## config.mk

```make
export PLATFORM = sky130hd
export DESIGN_NAME = l2_cache
export DESIGN_NICKNAME = d
export VERILOG_FILES = /design/src/l2_pkg.sv /design/src/l2_cache.sv /design/src/l2_ctrl.sv /design/src/l2_plru.sv /design/src/l2_data_array.sv /design/src/l2_tag_array.sv /design/src/l2_req_arbiter.sv
export SDC_FILE = /design/constraint.sdc
export NUM_CORES = 2
export LEC_CHECK = 0
export ABC_AREA = 1
export BUFFER_PORTS_ARGS = -buffer_cell sky130_fd_sc_hd__buf_2
export CAP_MARGIN = 20
export CORE_MARGIN = 4
export CORE_UTILIZATION = 25
export CTS_BUF_LIST = sky130_fd_sc_hd__clkbuf_16
export DETAILED_ROUTE_END_ITERATION = 12
export HOLD_SLACK_MARGIN = 0.15
export SLEW_MARGIN = 20
export SYNTH_ARGS = -nofsm -noshare
export SYNTH_HDL_FRONTEND = slang
export SYNTH_SLANG_ARGS = --single-unit
```

## constraint.sdc

```tcl
create_clock -name clk -period 22.8 [get_ports clk]
set_clock_uncertainty 0.15 [all_clocks]
set_input_delay 3.42 -clock clk [delete_from_list [all_inputs] [get_ports clk]]
set_output_delay 3.42 -clock clk [all_outputs]
set_load 0.03 [all_outputs]
```

## src/l2_pkg.sv

```systemverilog
`default_nettype none

package l2_pkg;

    localparam int line_words = 4;
    localparam int num_ways = 4;

    typedef logic [31:0] addr_t;
    typedef logic [31:0] word_t;
    typedef logic [3:0] strb_t;
    typedef logic [line_words*32-1:0] line_t;
    typedef logic [1:0] way_t;

    typedef enum logic {
        src_icache,
        src_dcache
    } req_src_e;

    // request as held in the request buffer
    typedef struct packed {
        addr_t addr;
        word_t wdata;
        strb_t wstrb;
        logic write;
        req_src_e src;
    } l1_req_t;

    typedef struct packed {
        addr_t addr;
        line_t line;
    } mem_wr_t;

    typedef enum logic [2:0] {
        st_idle,
        st_lookup,
        st_respond,
        st_wb,
        st_refill_req,
        st_refill_wait
    } ctrl_state_e;

endpackage

`default_nettype wire
```

## src/l2_cache.sv

```systemverilog
`default_nettype none

module l2_cache #(
    parameter int index_width = 2
) (
    input  logic             clk,
    input  logic             rst,
    input  logic             icache_req,
    input  l2_pkg::addr_t    icache_addr,
    input  logic             dcache_req,
    input  logic             dcache_write,
    input  l2_pkg::addr_t    dcache_addr,
    input  l2_pkg::word_t    dcache_wdata,
    input  l2_pkg::strb_t    dcache_wstrb,
    output logic             icache_addr_ok,
    output logic             icache_data_ok,
    output logic             dcache_addr_ok,
    output logic             dcache_data_ok,
    output l2_pkg::line_t    rdata,
    output logic             mem_req_r,
    output l2_pkg::addr_t    mem_rd_addr,
    output logic             mem_req_w,
    output l2_pkg::mem_wr_t  mem_wr,
    input  logic             mem_addr_ok_r,
    input  logic             mem_addr_ok_w,
    input  logic             mem_data_ok,
    input  l2_pkg::line_t    mem_rdata
);

    localparam int offset_width = $clog2(l2_pkg::line_words) + 2;
    localparam int tag_width = $bits(l2_pkg::addr_t) - index_width - offset_width;

    l2_pkg::l1_req_t req;
    l2_pkg::line_t line;
    l2_pkg::way_t hit_way;
    l2_pkg::way_t victim_way;
    l2_pkg::way_t sel_way;
    logic [l2_pkg::num_ways-1:0] valid_mask;
    logic [tag_width-1:0] victim_tag;
    logic pending, accept, hit, victim_dirty;
    logic tag_we, set_dirty, clear_dirty, data_refill, data_word_we, plru_touch;

    l2_req_arbiter u_arbiter (
        .clk(clk), .rst(rst),
        .icache_req(icache_req), .icache_addr(icache_addr),
        .dcache_req(dcache_req), .dcache_write(dcache_write), .dcache_addr(dcache_addr),
        .dcache_wdata(dcache_wdata), .dcache_wstrb(dcache_wstrb),
        .accept(accept), .icache_addr_ok(icache_addr_ok), .dcache_addr_ok(dcache_addr_ok),
        .pending(pending), .req(req)
    );

    l2_tag_array #(.index_width(index_width)) u_tags (
        .clk(clk), .rst(rst), .req(req), .tag_we(tag_we), .set_dirty(set_dirty),
        .clear_dirty(clear_dirty), .sel_way(sel_way), .hit(hit), .hit_way(hit_way),
        .valid_mask(valid_mask), .victim_dirty(victim_dirty), .victim_tag(victim_tag)
    );

    l2_data_array #(.index_width(index_width)) u_data (
        .clk(clk), .req(req), .sel_way(sel_way), .data_refill(data_refill),
        .data_word_we(data_word_we), .refill_line(mem_rdata), .line(line)
    );

    l2_plru #(.index_width(index_width)) u_plru (
        .clk(clk), .rst(rst), .req(req), .valid_mask(valid_mask),
        .plru_touch(plru_touch), .sel_way(sel_way), .victim_way(victim_way)
    );

    l2_ctrl u_ctrl (
        .clk(clk), .rst(rst), .pending(pending), .req(req), .hit(hit), .hit_way(hit_way),
        .victim_way(victim_way), .victim_dirty(victim_dirty),
        .mem_addr_ok_r(mem_addr_ok_r), .mem_addr_ok_w(mem_addr_ok_w),
        .mem_data_ok(mem_data_ok), .accept(accept), .sel_way(sel_way), .tag_we(tag_we),
        .set_dirty(set_dirty), .clear_dirty(clear_dirty), .data_refill(data_refill),
        .data_word_we(data_word_we), .plru_touch(plru_touch),
        .mem_req_r(mem_req_r), .mem_req_w(mem_req_w),
        .icache_data_ok(icache_data_ok), .dcache_data_ok(dcache_data_ok)
    );

    assign rdata = line;

    // line-aligned refill and write-back addresses
    assign mem_rd_addr = {req.addr[$bits(l2_pkg::addr_t)-1:offset_width], {offset_width{1'b0}}};
    assign mem_wr.addr = {victim_tag, req.addr[offset_width +: index_width],
                          {offset_width{1'b0}}};
    assign mem_wr.line = line;

endmodule

`default_nettype wire

```

## src/l2_ctrl.sv

```systemverilog
`default_nettype none

module l2_ctrl (
    input  logic             clk,
    input  logic             rst,
    input  logic             pending,
    input  l2_pkg::l1_req_t  req,
    input  logic             hit,
    input  l2_pkg::way_t     hit_way,
    input  l2_pkg::way_t     victim_way,
    input  logic             victim_dirty,
    input  logic             mem_addr_ok_r,
    input  logic             mem_addr_ok_w,
    input  logic             mem_data_ok,
    output logic             accept,
    output l2_pkg::way_t     sel_way,
    output logic             tag_we,
    output logic             set_dirty,
    output logic             clear_dirty,
    output logic             data_refill,
    output logic             data_word_we,
    output logic             plru_touch,
    output logic             mem_req_r,
    output logic             mem_req_w,
    output logic             icache_data_ok,
    output logic             dcache_data_ok
);

    l2_pkg::ctrl_state_e state;
    l2_pkg::ctrl_state_e state_next;
    l2_pkg::way_t way_q;

    logic in_lookup;
    logic write_hit;
    logic refill_fill;
    logic data_ok;

    always_ff @(posedge clk) begin
        if (rst) begin
            state <= l2_pkg::st_idle;
            way_q <= '0;
        end else begin
            state <= state_next;
            // way chosen at lookup is kept for the rest of the miss
            if (in_lookup) begin
                way_q <= sel_way;
            end
        end
    end

    always_comb begin
        state_next = state;
        case (state)
            l2_pkg::st_idle: begin
                if (pending) begin
                    state_next = l2_pkg::st_lookup;
                end
            end
            l2_pkg::st_lookup: begin
                if (hit) begin
                    state_next = l2_pkg::st_respond;
                end else if (victim_dirty) begin
                    state_next = l2_pkg::st_wb;
                end else begin
                    state_next = l2_pkg::st_refill_req;
                end
            end
            l2_pkg::st_respond: state_next = l2_pkg::st_idle;
            l2_pkg::st_wb: begin
                if (mem_addr_ok_w) begin
                    state_next = l2_pkg::st_refill_req;
                end
            end
            l2_pkg::st_refill_req: begin
                if (mem_addr_ok_r) begin
                    state_next = l2_pkg::st_refill_wait;
                end
            end
            l2_pkg::st_refill_wait: begin
                if (mem_data_ok) begin
                    state_next = l2_pkg::st_respond;
                end
            end
            default: state_next = l2_pkg::st_idle;
        endcase
    end

    assign in_lookup = (state == l2_pkg::st_lookup);
    assign write_hit = in_lookup & hit & req.write;
    assign refill_fill = (state == l2_pkg::st_refill_wait) & mem_data_ok;
    assign data_ok = (state == l2_pkg::st_respond);

    assign accept = (state == l2_pkg::st_idle) & pending;

    // victim on a miss, hit way otherwise
    assign sel_way = in_lookup ? (hit ? hit_way : victim_way) : way_q;

    assign tag_we = refill_fill;
    assign data_refill = refill_fill;
    assign data_word_we = write_hit;
    assign set_dirty = write_hit | (refill_fill & req.write);
    assign clear_dirty = refill_fill & ~req.write;
    assign plru_touch = (in_lookup & hit) | refill_fill;

    assign mem_req_w = (state == l2_pkg::st_wb);
    assign mem_req_r = (state == l2_pkg::st_refill_req);

    assign icache_data_ok = data_ok & (req.src == l2_pkg::src_icache);
    assign dcache_data_ok = data_ok & (req.src == l2_pkg::src_dcache);

endmodule

`default_nettype wire

```

## src/l2_plru.sv

```systemverilog
`default_nettype none

module l2_plru #(
    parameter int index_width = 2
) (
    input  logic                        clk,
    input  logic                        rst,
    input  l2_pkg::l1_req_t             req,
    input  logic [l2_pkg::num_ways-1:0] valid_mask,
    input  logic                        plru_touch,
    input  l2_pkg::way_t                sel_way,
    output l2_pkg::way_t                victim_way
);

    localparam int offset_width = $clog2(l2_pkg::line_words) + 2;
    localparam int num_sets = 1 << index_width;

    // bit 0 is the root, bit 1 picks in ways 0/1, bit 2 in ways 2/3
    logic [l2_pkg::num_ways-2:0] tree [num_sets];

    logic [index_width-1:0] index;
    logic [l2_pkg::num_ways-2:0] bits;
    l2_pkg::way_t tree_way;

    assign index = req.addr[offset_width +: index_width];
    assign bits = tree[index];
    assign tree_way = bits[0] ? {1'b1, bits[2]} : {1'b0, bits[1]};

    // lowest invalid way first
    always_comb begin
        victim_way = tree_way;
        for (int w = l2_pkg::num_ways - 1; w >= 0; w--) begin
            if (!valid_mask[w]) begin
                victim_way = l2_pkg::way_t'(w);
            end
        end
    end

    always_ff @(posedge clk) begin
        if (rst) begin
            for (int s = 0; s < num_sets; s++) begin
                tree[s] <= '0;
            end
        end else if (plru_touch) begin
            tree[index][0] <= ~sel_way[1];
            if (sel_way[1]) begin
                tree[index][2] <= ~sel_way[0];
            end else begin
                tree[index][1] <= ~sel_way[0];
            end
        end
    end

endmodule

`default_nettype wire

```

## src/l2_data_array.sv

```systemverilog
`default_nettype none

module l2_data_array #(
    parameter int index_width = 2
) (
    input  logic             clk,
    input  l2_pkg::l1_req_t  req,
    input  l2_pkg::way_t     sel_way,
    input  logic             data_refill,
    input  logic             data_word_we,
    input  l2_pkg::line_t    refill_line,
    output l2_pkg::line_t    line
);

    localparam int word_sel_width = $clog2(l2_pkg::line_words);
    localparam int offset_width = word_sel_width + 2;
    localparam int num_sets = 1 << index_width;
    localparam int word_bits = $bits(l2_pkg::word_t);
    localparam int strb_bits = $bits(l2_pkg::strb_t);

    l2_pkg::line_t lines [num_sets][l2_pkg::num_ways];

    logic [index_width-1:0] index;

    assign index = req.addr[offset_width +: index_width];

    // put the buffered word into a line under its byte strobes
    function automatic l2_pkg::line_t merge_word(l2_pkg::line_t base, l2_pkg::l1_req_t r);
        l2_pkg::line_t merged;
        logic [word_sel_width-1:0] wsel;
        merged = base;
        wsel = r.addr[2 +: word_sel_width];
        for (int b = 0; b < strb_bits; b++) begin
            if (r.wstrb[b]) begin
                merged[int'(wsel)*word_bits + b*8 +: 8] = r.wdata[b*8 +: 8];
            end
        end
        return merged;
    endfunction

    assign line = lines[index][sel_way];

    always_ff @(posedge clk) begin
        if (data_refill) begin
            // write miss merges in the same cycle as the refill
            lines[index][sel_way] <= req.write ? merge_word(refill_line, req) : refill_line;
        end else if (data_word_we) begin
            lines[index][sel_way] <= merge_word(lines[index][sel_way], req);
        end
    end

endmodule

`default_nettype wire

```

## src/l2_tag_array.sv

```systemverilog
`default_nettype none

module l2_tag_array #(
    parameter int index_width = 2
) (
    input  logic                     clk,
    input  logic                     rst,
    input  l2_pkg::l1_req_t          req,
    input  logic                     tag_we,
    input  logic                     set_dirty,
    input  logic                     clear_dirty,
    input  l2_pkg::way_t             sel_way,
    output logic                     hit,
    output l2_pkg::way_t             hit_way,
    output logic [l2_pkg::num_ways-1:0] valid_mask,
    output logic                     victim_dirty,
    output logic [$bits(l2_pkg::addr_t)-index_width-$clog2(l2_pkg::line_words)-3:0] victim_tag
);

    localparam int addr_width = $bits(l2_pkg::addr_t);
    localparam int offset_width = $clog2(l2_pkg::line_words) + 2;
    localparam int tag_width = addr_width - index_width - offset_width;
    localparam int num_sets = 1 << index_width;

    logic [tag_width-1:0] tags [num_sets][l2_pkg::num_ways];
    logic [l2_pkg::num_ways-1:0] valid [num_sets];
    logic [l2_pkg::num_ways-1:0] dirty [num_sets];

    logic [index_width-1:0] index;
    logic [tag_width-1:0] tag;

    assign index = req.addr[offset_width +: index_width];
    assign tag = req.addr[addr_width-1 -: tag_width];

    // all ways compared in parallel
    always_comb begin
        hit = 1'b0;
        hit_way = '0;
        for (int w = 0; w < l2_pkg::num_ways; w++) begin
            if (valid[index][w] && tags[index][w] == tag) begin
                hit = 1'b1;
                hit_way = l2_pkg::way_t'(w);
            end
        end
    end

    assign valid_mask = valid[index];
    assign victim_dirty = dirty[index][sel_way];
    assign victim_tag = tags[index][sel_way];

    always_ff @(posedge clk) begin
        if (tag_we) begin
            tags[index][sel_way] <= tag;
        end
    end

    always_ff @(posedge clk) begin
        if (rst) begin
            for (int s = 0; s < num_sets; s++) begin
                valid[s] <= '0;
                dirty[s] <= '0;
            end
        end else begin
            if (tag_we) begin
                valid[index][sel_way] <= 1'b1;
            end
            if (set_dirty) begin
                dirty[index][sel_way] <= 1'b1;
            end else if (clear_dirty) begin
                dirty[index][sel_way] <= 1'b0;
            end
        end
    end

endmodule

`default_nettype wire

```

## src/l2_req_arbiter.sv

```systemverilog
`default_nettype none

module l2_req_arbiter (
    input  logic              clk,
    input  logic              rst,
    input  logic              icache_req,
    input  l2_pkg::addr_t     icache_addr,
    input  logic              dcache_req,
    input  logic              dcache_write,
    input  l2_pkg::addr_t     dcache_addr,
    input  l2_pkg::word_t     dcache_wdata,
    input  l2_pkg::strb_t     dcache_wstrb,
    input  logic              accept,
    output logic              icache_addr_ok,
    output logic              dcache_addr_ok,
    output logic              pending,
    output l2_pkg::l1_req_t   req
);

    l2_pkg::l1_req_t winner;

    // dcache has priority
    always_comb begin
        winner.addr  = dcache_req ? dcache_addr : icache_addr;
        winner.wdata = dcache_wdata;
        winner.wstrb = dcache_wstrb;
        winner.write = dcache_req & dcache_write;
        winner.src   = dcache_req ? l2_pkg::src_dcache : l2_pkg::src_icache;
    end

    assign pending = icache_req | dcache_req;

    assign dcache_addr_ok = accept & dcache_req;
    assign icache_addr_ok = accept & ~dcache_req & icache_req;

    // request buffer
    always_ff @(posedge clk) begin
        if (rst) begin
            req <= '0;
        end else if (accept) begin
            req <= winner;
        end
    end

endmodule

`default_nettype wire

```

==> PnR_summary.wiki <==
{| class="wikitable"
! Metric !! Value
|-
| Crit Path Category || reg2out
|-
| Post-synthesis instance total || 11126
|-
| GPL Wtd Cong || 0.952
|-
| Transition time of the tightest slew-check pin || 1.23 ns
|-
| Detailed placer's ending HPWL || 249 mm
|-
| Number of port buffers || 549
|-
| Startpoint Class || register
|-
| Final Slew Violations || 0
|-
| Mean area per synthesized cell || 10.4 sq um
|-
| Clock Sink Count || 2583
|-
| Critical path fanouts, max || 73
|-
| Die Span Y || 688 microns
|-
| Placed cell count || 17164
|-
| Dominant register cell in the synthesized netlist || sky130_fd_sc_hd__edfxtp_1
|-
| Number of distinct library cells after synthesis || 44
|-
| Number of buffers created by CTS || 284
|-
| Starting Density || 25.1%
|-
| VDD IR-drop max || 153 uV
|-
| Number of top-level design ports || 562
|-
| Wirelength, routed || 422 mm
|-
| Drt first pass iters || 6
|-
| Overall routing resource usage || 17.0%
|-
| Max-slew headroom at the worst pin || 18.1%
|-
| Count of cells along the worst hold path || 2
|-
| Footprint of the multi-input gates || 33400 sq um
|-
| Static Leak || 0.0487 uW
|-
| Leftover overflow at the end of global routing || 0
|-
| Hold/Removal Path Class || reg2reg
|-
| Number of design rule violations left after detail routing || 0
|-
| Htree depth || 5
|-
| Post-route antenna net violation count || 0
|-
| Average wire per cell in the routed design || 23.8 microns
|-
| Root Buffer Master || sky130_fd_sc_hd__clkbuf_16
|-
| Area of the core region || 460000 sq um
|-
| Maximum clock insertion buffer count || 4
|-
| Buffer count from post-CTS setup fixing || 0
|-
| Kind of end point of the critical path || output pin
|-
| Worst R2R Path Depth || 26
|-
| Pwr/cell area || 124 nW/um^2
|-
| Vias || 87189
|-
| Final total negative setup slack || 0 ns
|-
| Synth Cell Area || 116000 sq um
|-
| Fraction of final layout cells with drive strength greater than 1 || 12.8%
|-
| Total of fill cells in the finished design || 47574
|-
| Via count of the first global-routing pass || 79176
|-
| Layout Nets || 11553
|-
| Largest net degree at the start of global routing || 216
|-
| Starting DRC count in detailed routing || 10711
|-
| Register area share after synthesis || 66.4%
|-
| Final Hold Fails || 0
|-
| F_max || 82.1 MHz
|-
| Final cell count without fillers || 17719
|-
| Die Footprint || 474000 sq um
|-
| Count of endpoints failing setup in the final report || 0
|-
| Final period demand of the worst path || 12.18 ns
|-
| Hold-fix buffer count after cts || 0
|-
| Data required time of the critical path || 19.23 ns
|-
| TritonCTS clock tree || done
|-
| Global-route wire length before repair || 585 mm
|-
| Count of maximum capacitance violations || 0
|-
| Post-CTS clock slew at the launch and capture registers of the worst setup and hold paths || 0.06 ns
|-
| Final worst-path cycle share || 53.4%
|-
| Arrival time of the worst setup path || 8.61 ns
|-
| FF+latch area || 76800 sq um
|-
| Number of flops mapped to enable cells by yosys || 2508
|-
| Yosys reg bits || 2583
|-
| FFs w/ async S/R, synth || 0%
|-
| RSZ-0062 raised after global routing || no
|-
| Warnings, synthesis || 0
|-
| Die width || 688 microns
|-
| Result of the run || finished clean
|-
| Area grow syn2layout || 15.3%
|-
| Total number of placement rows || 249
|-
| Drt via density || 4.92
|-
| Resized cells post-CTS || 0
|-
| Clock latency reported for the late side of the worst-skew pair || 0.92 ns
|-
| Initial antenna violation count || 41
|}
==> registers in the layout, indices dropped and copies added (netlist names), named ones only <==
name	count
u_tags.dirty	16
u_tags.valid	16
u_plru.tree	12
u_ctrl.state	3
u_data.lines	2048
u_tags.tags	416
u_ctrl.way_q	2
u_arbiter.req	68
==> power by group <==
part	internal, uW	total [uW]	switching [uW]
Combinational	1430	6650	5220
Sequential	5350	5440	89.7
Clock	2550	4510	1960
==> cell families after synthesis <==
logic type,Yosys count,synth area share [%]
flip-flops,2583,66.4
buffers and inverters,1290,5.07
adder cells (fa/ha/maj),5,0.0541
XOR/XNOR,2,0.0151
AND/OR/NAND/NOR,5117,18.1
multiplexers,88,0.857
other,1,0.00324
AO/OA/AOI/OAI,2040,9.51
==> cell usage after synthesis, drive strengths merged, types with 2 or more instances <==
| cell | count | share of area [%] |
|---|---|---|
| buf | 371 | 2.1 |
| nor3 | 103 | 0.46 |
| mux2 | 88 | 0.86 |
| nand3 | 769 | 3.5 |
| clkbuf | 475 | 1.5 |
| ha | 5 | 0.054 |
| nand2 | 2845 | 9.2 |
| edfxtp | 2508 | 65 |
| o21ai | 1412 | 6.1 |
| o2111ai | 6 | 0.045 |
| and2 | 3 | 0.016 |
| xor2 | 2 | 0.015 |
| nand4 | 45 | 0.24 |
| or2 | 87 | 0.47 |
| nor2 | 1250 | 4.1 |
| nor4 | 12 | 0.065 |
| clkinv | 10 | 0.032 |
| o221ai | 18 | 0.14 |
| dfxtp | 75 | 1.3 |
| inv | 434 | 1.4 |
| o211ai | 2 | 0.013 |
| nand3b | 2 | 0.013 |
| a21oi | 51 | 0.22 |
| a31oi | 30 | 0.16 |
| o22ai | 519 | 2.8 |
==> worst max-delay path, stage by stage, from the launching register on <==
cell and delay (ns):
sky130_fd_sc_hd__dfxtp_4 0.75, sky130_fd_sc_hd__buf_4 0.73, sky130_fd_sc_hd__buf_4 0.75, sky130_fd_sc_hd__nand2_1 0.14, sky130_fd_sc_hd__nand3_1 0.16, sky130_fd_sc_hd__nand2_1 0.09
sky130_fd_sc_hd__nand2_1 0.15, sky130_fd_sc_hd__nand2_1 0.07, sky130_fd_sc_hd__nor2_1 0.10, sky130_fd_sc_hd__nand2_1 0.09, sky130_fd_sc_hd__nor2_1 0.15, sky130_fd_sc_hd__nand2_1 0.09
sky130_fd_sc_hd__nor2_1 0.18, sky130_fd_sc_hd__nor2_1 0.06, sky130_fd_sc_hd__nand3_1 0.11, sky130_fd_sc_hd__nand3_2 0.18, sky130_fd_sc_hd__nand2_4 0.19, sky130_fd_sc_hd__inv_2 0.10
sky130_fd_sc_hd__nor2_4 0.66, sky130_fd_sc_hd__buf_4 0.72, sky130_fd_sc_hd__buf_4 0.99, sky130_fd_sc_hd__nand2_1 0.12, sky130_fd_sc_hd__nand2_1 0.10, sky130_fd_sc_hd__inv_1 0.05
sky130_fd_sc_hd__nand2_1 0.37, sky130_fd_sc_hd__buf_2 0.29
==> placed cells by master, fill, tap and decap left out, types with 15 or more instances in the layout <==
cell type | Yosys | routed
sky130_fd_sc_hd__dfxtp_1 | 75 | 71
sky130_fd_sc_hd__clkinv_1 | 10 | 68
sky130_fd_sc_hd__bufinv_16 | 0 | 20
sky130_fd_sc_hd__buf_4 | 205 | 161
sky130_fd_sc_hd__buf_12 | 0 | 15
sky130_fd_sc_hd__nand4_1 | 45 | 45
sky130_fd_sc_hd__edfxtp_1 | 2508 | 2508
sky130_fd_sc_hd__diode_2 | 0 | 30
sky130_fd_sc_hd__inv_1 | 360 | 423
sky130_fd_sc_hd__nor2_4 | 2 | 35
sky130_fd_sc_hd__o221ai_1 | 18 | 18
sky130_fd_sc_hd__clkbuf_16 | 0 | 289
sky130_fd_sc_hd__a21oi_1 | 51 | 51
sky130_fd_sc_hd__inv_2 | 73 | 66
sky130_fd_sc_hd__mux2_2 | 88 | 88
sky130_fd_sc_hd__nand3_1 | 734 | 734
sky130_fd_sc_hd__nand3_2 | 35 | 35
sky130_fd_sc_hd__nor3_1 | 99 | 99
sky130_fd_sc_hd__or2_2 | 87 | 87
sky130_fd_sc_hd__o22ai_1 | 519 | 519
sky130_fd_sc_hd__buf_2 | 142 | 549
sky130_fd_sc_hd__a31oi_1 | 30 | 30
sky130_fd_sc_hd__nor2_1 | 1246 | 1202
sky130_fd_sc_hd__nand2_1 | 2842 | 2837
sky130_fd_sc_hd__clkinv_2 | 0 | 49
sky130_fd_sc_hd__o21ai_1 | 265 | 269
sky130_fd_sc_hd__o21ai_0 | 1145 | 1141
==> per-stage QoR <==
step / utilization, % / worst slack [ns] / hold slack, ns / area, sq um / total power, uW
detailed placement: 26.9 / 11.52 / 0.345 / 124000 / 12200
CTS: 28.9 / 10.82 / 0.353 / 133000 / 16700
floorplan: - / 12.76 / 0.330 / 116000 / 9960
global placement: 26.9 / 11.58 / 0.340 / 124000 / 12100
finish: 29.0 / 10.62 / 0.354 / 133000 / 16600
global route: 28.9 / 10.38 / 0.398 / 133000 / 17300
==> area by class of cell <==
cell class | count | area share, %
Tap cell | 6149 | 5.77
Multi-Input combinational cell | 7260 | 25.0
Sequential cell | 2583 | 57.6
Clock buffer | 289 | 5.42
Clock inverter | 225 | 1.40
Antenna cell | 30 | 0.0563
Inverter | 444 | 1.27
Timing Repair Buffer | 739 | 3.46
==> final timing paths <==
check / from / to / slack [ns]
worst max-delay path: register / rdata[4] / 10.62
worst max register to register: register / u_data.lines[1][98]$_DFFE_PP_ / 11.56
worst min-delay path: u_arbiter.req[66]$_SDFFE_PP0P_ / u_arbiter.req[66]$_SDFFE_PP0P_ / 0.35
worst min register to register: u_arbiter.req[66]$_SDFFE_PP0P_ / u_arbiter.req[66]$_SDFFE_PP0P_ / 0.35
==> metal layers <==
layer | part of all wire, % | track usage (%)
met5 | 0.022 | 0
met4 | 4.0 | 6.24
met3 | 10 | 3.16
met2 | 46 | 27.2
met1 | 40 | 22.8
Note: power is estimated with default switching activity, not from simulation.
